**src/qspi_csr_config.svh**
```systemverilog
/*
  Build-time constants for the QSPI register block.
  The address width covers one 4 KB APB window; only the low bits are decoded.
  Write masks and reset values are full 32-bit words unless noted.
*/
`ifndef QSPI_CSR_CONFIG_SVH
`define QSPI_CSR_CONFIG_SVH

// APB address width
`define CSR_ADDR_W 12

// Constant ID word, read-only
`define CSR_ID_VALUE 32'h1A00_1081

// Writable CTRL bits; the trigger (bit 8) is never stored
`define CSR_CTRL_WMASK 32'h0000_003F
`define CSR_CMD_CFG_WMASK 32'h0000_3FFF

// Reset defaults
`define CSR_CTRL_RESET 32'h0000_0000
`define CSR_CMD_RESET 32'h0000_0000
`define CSR_INT_RESET 2'b00

`endif
```
**src/csr_map_pkg.sv**
```systemverilog
/*
  Register map of the QSPI control block: index enum, offsets and field layouts.
  Only word-aligned offsets are mapped; any other offset decodes to REG_NONE.
  ID and STATUS are read-only from the bus point of view.
*/
`include "qspi_csr_config.svh"

package csr_map_pkg;

  typedef enum logic [3:0] {
    REG_ID,
    REG_CTRL,
    REG_STATUS,
    REG_INT_EN,
    REG_INT_STAT,
    REG_CMD_CFG,
    REG_CMD_OP,
    REG_CMD_ADDR,
    REG_CMD_LEN,
    REG_NONE
  } csr_reg_e;

  // ----------------------------------------
  // Byte offsets within the window
  localparam logic [`CSR_ADDR_W-1:0] OFF_ID       = 'h000;
  localparam logic [`CSR_ADDR_W-1:0] OFF_CTRL     = 'h004;
  localparam logic [`CSR_ADDR_W-1:0] OFF_STATUS   = 'h008;
  localparam logic [`CSR_ADDR_W-1:0] OFF_INT_EN   = 'h00C;
  localparam logic [`CSR_ADDR_W-1:0] OFF_INT_STAT = 'h010;
  localparam logic [`CSR_ADDR_W-1:0] OFF_CMD_CFG  = 'h024;
  localparam logic [`CSR_ADDR_W-1:0] OFF_CMD_OP   = 'h028;
  localparam logic [`CSR_ADDR_W-1:0] OFF_CMD_ADDR = 'h02C;
  localparam logic [`CSR_ADDR_W-1:0] OFF_CMD_LEN  = 'h030;

  // ----------------------------------------
  // Field layouts
  typedef struct packed {
    logic [22:0] rsvd_hi;
    logic        trigger;
    logic [1:0]  rsvd_lo;
    logic        lsb_first;
    logic        cpha;
    logic        cpol;
    logic        quad_en;
    logic        xip_en;
    logic        enable;
  } ctrl_reg_t;

  typedef struct packed {
    logic [17:0] rsvd;
    logic        mode_en;
    logic        is_write;
    logic [3:0]  dummy_cycles;
    logic [1:0]  addr_bytes;
    logic [1:0]  data_lanes;
    logic [1:0]  addr_lanes;
    logic [1:0]  cmd_lanes;
  } cmd_cfg_t;

  // Shared by INT_EN and INT_STAT
  typedef struct packed {
    logic err;
    logic cmd_done;
  } irq_vec_t;

  function automatic csr_reg_e csr_lookup(input logic [`CSR_ADDR_W-1:0] offset);
    csr_reg_e idx;
    case (offset)
      OFF_ID:       idx = REG_ID;
      OFF_CTRL:     idx = REG_CTRL;
      OFF_STATUS:   idx = REG_STATUS;
      OFF_INT_EN:   idx = REG_INT_EN;
      OFF_INT_STAT: idx = REG_INT_STAT;
      OFF_CMD_CFG:  idx = REG_CMD_CFG;
      OFF_CMD_OP:   idx = REG_CMD_OP;
      OFF_CMD_ADDR: idx = REG_CMD_ADDR;
      OFF_CMD_LEN:  idx = REG_CMD_LEN;
      default:      idx = REG_NONE;
    endcase
    return idx;
  endfunction

  function automatic logic csr_is_ro(input csr_reg_e idx);
    return (idx == REG_ID) || (idx == REG_STATUS);
  endfunction

endpackage

```
**src/csr_bus_pkg.sv**
```systemverilog
/*
  Bundles passed between the decoder, the register blocks and the command engine.
  All bundles are single-cycle qualified by their valid bit where one exists.
*/
package csr_bus_pkg;

  // Write accepted by decode, broadcast to all register blocks
  typedef struct packed {
    logic                  valid;
    csr_map_pkg::csr_reg_e idx;
    logic [31:0]           data;
  } csr_wr_t;

  // Read selection during the access phase
  typedef struct packed {
    logic                  valid;
    csr_map_pkg::csr_reg_e idx;
  } csr_rd_t;

  // Command setup seen by the engine
  typedef struct packed {
    logic [1:0]  cmd_lanes;
    logic [1:0]  addr_lanes;
    logic [1:0]  data_lanes;
    logic [1:0]  addr_bytes;
    logic [3:0]  dummy;
    logic        is_write;
    logic        mode_en;
    logic [7:0]  opcode;
    logic [7:0]  mode_bits;
    logic [31:0] address;
    logic [31:0] length;
  } cmd_cfg_bus_t;

  typedef struct packed {
    logic enable;
    logic xip_en;
    logic quad_en;
    logic cpol;
    logic cpha;
    logic lsb_first;
  } ctrl_bus_t;

  // One-cycle pulses from the engine
  typedef struct packed {
    logic cmd_done_set;
    logic err_set;
  } csr_events_t;

endpackage

```
**src/qspi_csr_top.sv**
```systemverilog
/*
  APB register block of the QSPI flash controller.
  Zero wait states, full-word writes only, PSLVERR on bad or locked-out access.
*/
`include "qspi_csr_config.svh"

module qspi_csr_top (
  input  logic                      pclk,
  input  logic                      presetn,
  input  logic                      psel,
  input  logic                      penable,
  input  logic                      pwrite,
  input  logic [`CSR_ADDR_W-1:0]    paddr,
  input  logic [31:0]               pwdata,
  output logic [31:0]               prdata,
  output logic                      pready,
  output logic                      pslverr,
  output csr_bus_pkg::ctrl_bus_t    ctrl_o,
  output csr_bus_pkg::cmd_cfg_bus_t cmd_cfg_o,
  output logic                      cmd_start_o,
  input  logic                      cmd_trigger_clr_i,
  input  logic                      busy_i,
  input  csr_bus_pkg::csr_events_t  events_i,
  output logic                      irq_o
);
  import csr_bus_pkg::*;

  csr_wr_t     wr;
  csr_rd_t     rd;
  logic        lockout;
  logic [31:0] ctrl_rdata;
  logic [31:0] irq_rdata;
  logic [31:0] cmd_rdata;

  csr_apb_decode u_decode (
    .pclk         (pclk),
    .presetn      (presetn),
    .psel         (psel),
    .penable      (penable),
    .pwrite       (pwrite),
    .paddr        (paddr),
    .pwdata       (pwdata),
    .lockout_i    (lockout),
    .ctrl_rdata_i (ctrl_rdata),
    .irq_rdata_i  (irq_rdata),
    .cmd_rdata_i  (cmd_rdata),
    .wr_o         (wr),
    .rd_o         (rd),
    .prdata       (prdata),
    .pready       (pready),
    .pslverr      (pslverr)
  );

  csr_ctrl_trigger u_ctrl (
    .pclk              (pclk),
    .presetn           (presetn),
    .wr_i              (wr),
    .rd_i              (rd),
    .busy_i            (busy_i),
    .cmd_trigger_clr_i (cmd_trigger_clr_i),
    .ctrl_o            (ctrl_o),
    .cmd_start_o       (cmd_start_o),
    .lockout_o         (lockout),
    .rdata_o           (ctrl_rdata)
  );

  csr_irq_status u_irq (
    .pclk     (pclk),
    .presetn  (presetn),
    .wr_i     (wr),
    .rd_i     (rd),
    .events_i (events_i),
    .busy_i   (busy_i),
    .irq_o    (irq_o),
    .rdata_o  (irq_rdata)
  );

  csr_cmd_regs u_cmd (
    .pclk      (pclk),
    .presetn   (presetn),
    .wr_i      (wr),
    .rd_i      (rd),
    .cmd_cfg_o (cmd_cfg_o),
    .rdata_o   (cmd_rdata)
  );

endmodule

```
**src/csr_cmd_regs.sv**
```systemverilog
/*
  Command setup registers CMD_CFG, CMD_OP, CMD_ADDR and CMD_LEN.
  CMD_CFG keeps bits 13:0 and CMD_OP bits 15:0; unused bits read zero.
*/
`include "qspi_csr_config.svh"

module csr_cmd_regs (
  input  logic                      pclk,
  input  logic                      presetn,
  input  csr_bus_pkg::csr_wr_t      wr_i,
  input  csr_bus_pkg::csr_rd_t      rd_i,
  output csr_bus_pkg::cmd_cfg_bus_t cmd_cfg_o,
  output logic [31:0]               rdata_o
);
  import csr_map_pkg::*;

  cmd_cfg_t    cfg_q;
  logic [15:0] op_q;
  logic [31:0] addr_q;
  logic [31:0] len_q;

  always_ff @(posedge pclk or negedge presetn) begin
    if (!presetn) begin
      cfg_q  <= cmd_cfg_t'(`CSR_CMD_RESET);
      op_q   <= 16'h0;
      addr_q <= `CSR_CMD_RESET;
      len_q  <= `CSR_CMD_RESET;
    end else if (wr_i.valid) begin
      case (wr_i.idx)
        REG_CMD_CFG:  cfg_q  <= cmd_cfg_t'(wr_i.data & `CSR_CMD_CFG_WMASK);
        REG_CMD_OP:   op_q   <= wr_i.data[15:0];
        REG_CMD_ADDR: addr_q <= wr_i.data;
        REG_CMD_LEN:  len_q  <= wr_i.data;
        default:      ;
      endcase
    end
  end

  // ----------------------------------------
  // Readback
  always_comb begin
    rdata_o = 32'h0;
    if (rd_i.valid) begin
      case (rd_i.idx)
        REG_CMD_CFG:  rdata_o = cfg_q;
        REG_CMD_OP:   rdata_o = {16'h0, op_q};
        REG_CMD_ADDR: rdata_o = addr_q;
        REG_CMD_LEN:  rdata_o = len_q;
        default:      rdata_o = 32'h0;
      endcase
    end
  end

  // Fields for the command engine
  assign cmd_cfg_o.cmd_lanes  = cfg_q.cmd_lanes;
  assign cmd_cfg_o.addr_lanes = cfg_q.addr_lanes;
  assign cmd_cfg_o.data_lanes = cfg_q.data_lanes;
  assign cmd_cfg_o.addr_bytes = cfg_q.addr_bytes;
  assign cmd_cfg_o.dummy      = cfg_q.dummy_cycles;
  assign cmd_cfg_o.is_write   = cfg_q.is_write;
  assign cmd_cfg_o.mode_en    = cfg_q.mode_en;
  assign cmd_cfg_o.opcode     = op_q[7:0];
  assign cmd_cfg_o.mode_bits  = op_q[15:8];
  assign cmd_cfg_o.address    = addr_q;
  assign cmd_cfg_o.length     = len_q;

endmodule

```
**src/csr_irq_status.sv**
```systemverilog
/*
  INT_EN, write-one-to-clear INT_STAT, the STATUS cmd_done latch and irq.
  An event in the same cycle as a clear leaves its bit set.
  STATUS reads busy in bit 1 and the cmd_done latch in bit 0.
*/
`include "qspi_csr_config.svh"

module csr_irq_status (
  input  logic                     pclk,
  input  logic                     presetn,
  input  csr_bus_pkg::csr_wr_t     wr_i,
  input  csr_bus_pkg::csr_rd_t     rd_i,
  input  csr_bus_pkg::csr_events_t events_i,
  input  logic                     busy_i,
  output logic                     irq_o,
  output logic [31:0]              rdata_o
);
  import csr_map_pkg::*;

  irq_vec_t int_en_q;
  irq_vec_t int_stat_q;
  irq_vec_t stat_set;
  irq_vec_t stat_clr;
  logic     done_q;
  logic     en_wr;
  logic     stat_wr;
  logic     status_wr;

  assign en_wr     = wr_i.valid && (wr_i.idx == REG_INT_EN);
  assign stat_wr   = wr_i.valid && (wr_i.idx == REG_INT_STAT);
  assign status_wr = wr_i.valid && (wr_i.idx == REG_STATUS);

  assign stat_set.cmd_done = events_i.cmd_done_set;
  assign stat_set.err      = events_i.err_set;
  assign stat_clr = stat_wr ? irq_vec_t'(wr_i.data[1:0]) : irq_vec_t'(2'b00);

  // ----------------------------------------
  // Enable, status and latch
  always_ff @(posedge pclk or negedge presetn) begin
    if (!presetn) begin
      int_en_q   <= irq_vec_t'(`CSR_INT_RESET);
      int_stat_q <= irq_vec_t'(`CSR_INT_RESET);
      done_q     <= 1'b0;
    end else begin
      if (en_wr) begin
        int_en_q <= irq_vec_t'(wr_i.data[1:0]);
      end
      int_stat_q <= irq_vec_t'((int_stat_q & ~stat_clr) | stat_set);
      if (events_i.cmd_done_set) begin
        done_q <= 1'b1;
      end else if (status_wr && wr_i.data[0]) begin
        done_q <= 1'b0;
      end
    end
  end

  assign irq_o = |(int_en_q & int_stat_q);

  // ----------------------------------------
  // Readback
  always_comb begin
    rdata_o = 32'h0;
    if (rd_i.valid) begin
      case (rd_i.idx)
        REG_STATUS:   rdata_o = {30'h0, busy_i, done_q};
        REG_INT_EN:   rdata_o = {30'h0, int_en_q};
        REG_INT_STAT: rdata_o = {30'h0, int_stat_q};
        default:      rdata_o = 32'h0;
      endcase
    end
  end

  // irq only rises after an engine event or an INT_EN write
  a_irq_cause: assert property (
    @(posedge pclk) disable iff (!presetn)
    $rose(irq_o) |-> $past(events_i.cmd_done_set || events_i.err_set || en_wr)
  );

endmodule

```
**src/csr_ctrl_trigger.sv**
```systemverilog
/*
  CTRL register and the write-one-to-start command trigger.
  Trigger is accepted only with enable set, xip_en clear and busy low.
  cmd_start_o holds until the engine returns cmd_trigger_clr_i.
*/
`include "qspi_csr_config.svh"

module csr_ctrl_trigger (
  input  logic                    pclk,
  input  logic                    presetn,
  input  csr_bus_pkg::csr_wr_t    wr_i,
  input  csr_bus_pkg::csr_rd_t    rd_i,
  input  logic                    busy_i,
  input  logic                    cmd_trigger_clr_i,
  output csr_bus_pkg::ctrl_bus_t  ctrl_o,
  output logic                    cmd_start_o,
  output logic                    lockout_o,
  output logic [31:0]             rdata_o
);
  import csr_map_pkg::*;

  ctrl_reg_t ctrl_q;
  ctrl_reg_t ctrl_next;
  ctrl_reg_t wr_word;
  logic      ctrl_wr;
  logic      trig_wr;
  logic      trig_ok;
  logic      start_q;

  assign wr_word = ctrl_reg_t'(wr_i.data);
  assign ctrl_wr = wr_i.valid && (wr_i.idx == REG_CTRL);
  assign trig_wr = ctrl_wr && wr_word.trigger;

  // Gate on the value held before this write
  assign trig_ok   = trig_wr && ctrl_q.enable && !ctrl_q.xip_en && !busy_i;
  assign lockout_o = trig_wr && busy_i;

  // ----------------------------------------
  // Next CTRL value
  always_comb begin
    ctrl_next = ctrl_reg_t'(wr_i.data & `CSR_CTRL_WMASK);
    // xip_en cannot change under a running command
    if (busy_i) begin
      ctrl_next.xip_en = ctrl_q.xip_en;
    end
  end

  always_ff @(posedge pclk or negedge presetn) begin
    if (!presetn) begin
      ctrl_q  <= ctrl_reg_t'(`CSR_CTRL_RESET);
      start_q <= 1'b0;
    end else begin
      if (ctrl_wr) begin
        ctrl_q <= ctrl_next;
      end
      // Clear wins over a new trigger
      if (cmd_trigger_clr_i) begin
        start_q <= 1'b0;
      end else if (trig_ok) begin
        start_q <= 1'b1;
      end
    end
  end

  assign cmd_start_o = start_q;

  assign ctrl_o.enable    = ctrl_q.enable;
  assign ctrl_o.xip_en    = ctrl_q.xip_en;
  assign ctrl_o.quad_en   = ctrl_q.quad_en;
  assign ctrl_o.cpol      = ctrl_q.cpol;
  assign ctrl_o.cpha      = ctrl_q.cpha;
  assign ctrl_o.lsb_first = ctrl_q.lsb_first;

  assign rdata_o = (rd_i.valid && (rd_i.idx == REG_CTRL)) ? ctrl_q : 32'h0;

  // A start only follows a cycle in which XIP was off
  a_no_start_in_xip: assert property (
    @(posedge pclk) disable iff (!presetn)
    $rose(cmd_start_o) |-> !$past(ctrl_q.xip_en)
  );

endmodule

```
**src/csr_apb_decode.sv**
```systemverilog
/*
  Zero-wait-state APB front end. PREADY is tied high and PRDATA is combinational.
  PSTRB is not supported; every write is a full word.
  Writes to STATUS report PSLVERR but still pass their W1C side effect on.
*/
`include "qspi_csr_config.svh"

module csr_apb_decode (
  input  logic                   pclk,
  input  logic                   presetn,
  input  logic                   psel,
  input  logic                   penable,
  input  logic                   pwrite,
  input  logic [`CSR_ADDR_W-1:0] paddr,
  input  logic [31:0]            pwdata,
  input  logic                   lockout_i,
  input  logic [31:0]            ctrl_rdata_i,
  input  logic [31:0]            irq_rdata_i,
  input  logic [31:0]            cmd_rdata_i,
  output csr_bus_pkg::csr_wr_t   wr_o,
  output csr_bus_pkg::csr_rd_t   rd_o,
  output logic [31:0]            prdata,
  output logic                   pready,
  output logic                   pslverr
);
  import csr_map_pkg::*;

  logic     access_phase;
  logic     write_phase;
  logic     read_phase;
  csr_reg_e reg_idx;
  logic     mapped;
  logic     read_only;
  logic     wr_ok;
  logic     rd_ok;
  logic [31:0] id_rdata;

  // ----------------------------------------
  // Phase detection
  assign access_phase = psel && penable;
  assign write_phase  = access_phase && pwrite;
  assign read_phase   = access_phase && !pwrite;
  assign pready       = 1'b1;

  // ----------------------------------------
  // Address decode
  assign reg_idx   = csr_lookup(paddr);
  assign mapped    = (reg_idx != REG_NONE);
  assign read_only = csr_is_ro(reg_idx);

  // ID has no storage, so its writes go nowhere
  assign wr_ok = write_phase && mapped && (reg_idx != REG_ID);
  assign rd_ok = read_phase && mapped;

  assign wr_o.valid = wr_ok;
  assign wr_o.idx   = reg_idx;
  assign wr_o.data  = pwdata;

  assign rd_o.valid = rd_ok;
  assign rd_o.idx   = reg_idx;

  // ----------------------------------------
  // Error response
  always_comb begin
    pslverr = 1'b0;
    if (access_phase) begin
      if (!mapped) begin
        pslverr = 1'b1;
      end else if (pwrite && read_only) begin
        pslverr = 1'b1;
      end else if (lockout_i) begin
        // Trigger while busy as flagged by the CTRL block
        pslverr = 1'b1;
      end
    end
  end

  // ----------------------------------------
  // Read data merge over blocks that return zero when not selected
  assign id_rdata = (rd_ok && (reg_idx == REG_ID)) ? `CSR_ID_VALUE : 32'h0;

  always_comb begin
    prdata = 32'h0;
    if (read_phase) begin
      prdata = id_rdata | ctrl_rdata_i | irq_rdata_i | cmd_rdata_i;
    end
  end

  // Lockout from the CTRL block only comes with a CTRL write in its access phase
  a_lockout_ctrl_write: assert property (
    @(posedge pclk) disable iff (!presetn)
    lockout_i |-> (write_phase && (reg_idx == REG_CTRL))
  );

endmodule

```
**config.mk**
```make
export PLATFORM = sky130hd
export DESIGN_NAME = qspi_csr_top
export DESIGN_NICKNAME = d
export VERILOG_FILES = /design/src/csr_map_pkg.sv /design/src/csr_bus_pkg.sv /design/src/qspi_csr_top.sv /design/src/csr_cmd_regs.sv /design/src/csr_irq_status.sv /design/src/csr_ctrl_trigger.sv /design/src/csr_apb_decode.sv
export VERILOG_INCLUDE_DIRS = /design/src /design/src/src
export SDC_FILE = /design/constraint.sdc
export NUM_CORES = 1
export LEC_CHECK = 0
export ABC_CLOCK_PERIOD_IN_PS = 3100
export BUFFER_PORTS_ARGS = -buffer_cell sky130_fd_sc_hd__buf_2
export CAP_MARGIN = 20
export CORE_UTILIZATION = 50
export CTS_CLUSTER_DIAMETER = 150
export DETAILED_ROUTE_END_ITERATION = 10
export PLACE_DENSITY_LB_ADDON = 0.3
export SLEW_MARGIN = 10
export SYNTH_ARGS = -nofsm -noshare
export SYNTH_HDL_FRONTEND = slang
export SYNTH_SLANG_ARGS = --single-unit
```
**constraint.sdc**
```tcl
create_clock -name pclk -period 3.1 [get_ports pclk]
set_input_delay 0.62 -clock pclk [delete_from_list [all_inputs] [get_ports pclk]]
set_output_delay 0.62 -clock pclk [all_outputs]
set_load 0.05 [all_outputs]
```
==> impl_metrics.yaml <==
clock_tree:
  clkLatencyLatePin_ns: 0.37
  clock_path_buffers: 2
  cts_hold_buffers: 0
  clock-root-buffer: "clkbuf_8"
  cts.sinks: 106
  htree_levels: 3
  cts_tree: "done"
  cts_buffers: 9
  path_clk_slew_ns: 0.10
critical_path:
  r2r-end: "u_ctrl.cmd_start_o"
  critPathTopFamily: "simple AND/OR/NAND/NOR gates"
  rrSetupSlack_ns: 1.91
  arrival_ns: 2.42
  worstPathCellList: "buf_2 > or4_4 > buf_4 > or4_1 > a31oi_2 > buf_2"
  reg2reg_from: "u_ctrl.ctrl_o[4]"
  cp_slowest_cell: "or4_4"
  cpMostUsedCell: "buf_2"
  path_buf_inv: 3
  worstRegToRegCells: 2
  worstPathRequired_ns: 2.48
  worstSetupPathType: "in2out"
  start_kind: "input port"
  cpPeakStageDelay_ns: 0.56
  cp_max_fo: 6
  worstSetupEndpointType: "output port"
synth:
  synth.most_common_cell: "dfrtp_1"
  synth.ff_latch_count: 106
  syn-mean-instance-area_um2: 12.8
  synth_edf_count: 0
  synth_flop_cell: "dfrtp_1"
  yosysSeqAreaShare_pct: 52.4
  netlist_instances: 397
  synth_fp_nets: 450
  synth_top_area_cell: "dfrtp_1"
  synth_cell_types: 44
  netlist.area_leader.share_pct: 52.4
  async_flop_share_pct: 100
  synthTopCellsByArea: "dfrtp_1 52%, mux2_2 18%, mux2_1 6.7%, a22oi_1 3.7%, a22o_1 2.4%"
  syn-cell-area_um2: 5060
  ys_warn_count: 0
  synth_commonest_cells: "106 x dfrtp_1, 83 x mux2_2, 30 x mux2_1, 25 x a22oi_1, 19 x nor2_1"
hold_path:
  hold_path_class: "in2async"
cells_and_area:
  fill_cells: 726
  final_core_util_pct: 70.8
  multi_input_area_um2: 2540
  postLayoutCellArea_um2: 6920
  drive_gt1_share_pct: 60.8
  fin_nets: 660
  seq_area_um2: 2650
  finalNonFillerCells: 746
  syn2layout_area_growth_pct: 36.6
global_route:
  grt_pass1_vias: 4196
  grt_overflow: 0
  antenna_found_initial: 1
  track_usage_pct: 28.4
  grt_pass1_wl_um: 22300
  grt_max_degree: 63
place:
  placed_cells: 727
  gp_congestion: 0.938
  dp.final_hpwl_um: 10800
  placed_area_um2: 6620
  portBuffers: 187
route:
  drt-initial-drc-count: 187
  postRouteAntennaNets: 0
  totalWireLength_um: 14600
  drt-pass1-iter-count: 5
  wl_per_cell_um: 19.6
  vias_per_cell: 5.70
  drc_errors: 0
  via_count: 4254
outcome:
  status: "finished clean"
power:
  peakVddDrop_mv: 0.199
  power_density_nw_per_um2: 338
  p_leak_nw: 3.63
timing:
  fmax_mhz: 329
  fin_crit_ns: 3.04
  skew_ns: 0.00238
  setup_viol: 0
  fin_crit_sh_pct: 97.9
  hold_viol_final: 0
  relSlewSlack_pct: 59.8
  finalMaxSlewViolations: 0
  rsz0062_at_grt: "no"
  worstMarginPinSlew_ns: 0.604
floorplanning:
  initial_core_util_pct: 51.8
  die_x_um: 103
  core-area_um2: 9770
  std_cell_rows: 36
  ios: 189
  die_area_um2: 10500
  die_height_um: 103
job:
  cap_viol_max_count: 0
[state kept, by name (all words and copies together), names as in the netlist]
| signal | cells |
|---|---|
| u_cmd.op_q | 16 |
| u_ctrl.cmd_start_o | 1 |
| u_ctrl.ctrl_o | 6 |
| u_irq.int_en_q | 2 |
| u_cmd.cmd_cfg_o | 14 |
| u_irq.int_stat_q | 2 |
| u_cmd.len_q | 32 |
| u_irq.done_q | 1 |
| u_cmd.addr_q | 32 |
[final cells by class]
| class | instances | share of cell area [%] |
|---|---|---|
| diodes | 1 | 0.0362 |
| inverters | 1 | 0.0543 |
| flip-flops and latches | 106 | 38.4 |
| repair buffers | 227 | 19.8 |
| clock inverters | 7 | 0.778 |
| multi-input cells | 262 | 36.7 |
| well taps | 133 | 2.41 |
| clock buffers | 9 | 1.79 |
[repair_timing]
item / 4_1_cts / 5_1_grt
buffers inserted: 0 / 2
pin swaps: 0 / 1
gates resized for setup: 20 / 14
setup endpoints to repair: 25 / 28
[worst max path at each step]
stage                        start    endpoint  slack [ns]  cells after the start
after global routing      paddr[9]   prdata[4]       0.007                      8
after global placement    paddr[9]   prdata[4]       -0.06                      8
after floorplan           paddr[9]  prdata[18]       -0.11                      6
after detailed placement  paddr[9]   prdata[5]        -0.1                      8
after CTS                 paddr[9]  prdata[30]       0.004                      9
final                     paddr[9]   prdata[0]        0.06                      6
[kinds of logic after synthesis]
logic type      share of synthesized area, %
buf+inv                                 2.87
other cells                           0.0741
mux                                     25.3
compound gates                          10.8
simple gates                            8.52
flops                                   52.4
[cells in the final DEF (no fill, tap or decap), drive strengths merged, types with 4 or more instances in the layout]
master and instances:
buf 220, mux2 113, dfrtp 106, a22oi 25
nor2 19, clkbuf 16, a22o 14, nand2 13
a21oi 10, a32oi 7, nor3 6, o21ai 6
and3 4, o2bb2ai 4, nand3 4, nor4 4
[metal layers]
metal	share of wire [%]	up-vias	track usage, %
met4	1.4	0	11.0
met2	50	147	46.9
met5	0	-	0
met3	6.9	18	6.78
li1	-	1920	-
met1	42	2169	36.3
[metrics by stage]
| step | power (mW) | hold WS, ns | TNS (ns) | setup WS (ns) |
|---|---|---|---|---|
| finish | 2.34 | 0.234 | 0 | 0.0645 |
| global placement | 1.56 | 0.460 | -0.839 | -0.0641 |
| floorplan | 1.46 | 0.324 | -1.73 | -0.110 |
| detailed placement | 1.57 | 0.476 | -1.32 | -0.0957 |
| CTS | 2.35 | 0.250 | 0 | 0.00379 |
| global route | 2.41 | 0.278 | 0 | 0.00701 |
[where the power goes]
group	switching [mW]	internal (mW)	leakage [nW]
Combinational	0.103	0.0545	2.08
Clock	0.500	0.298	0.0822
Sequential	0.00133	1.38	1.47
Note: power is estimated with default switching activity, not from simulation.
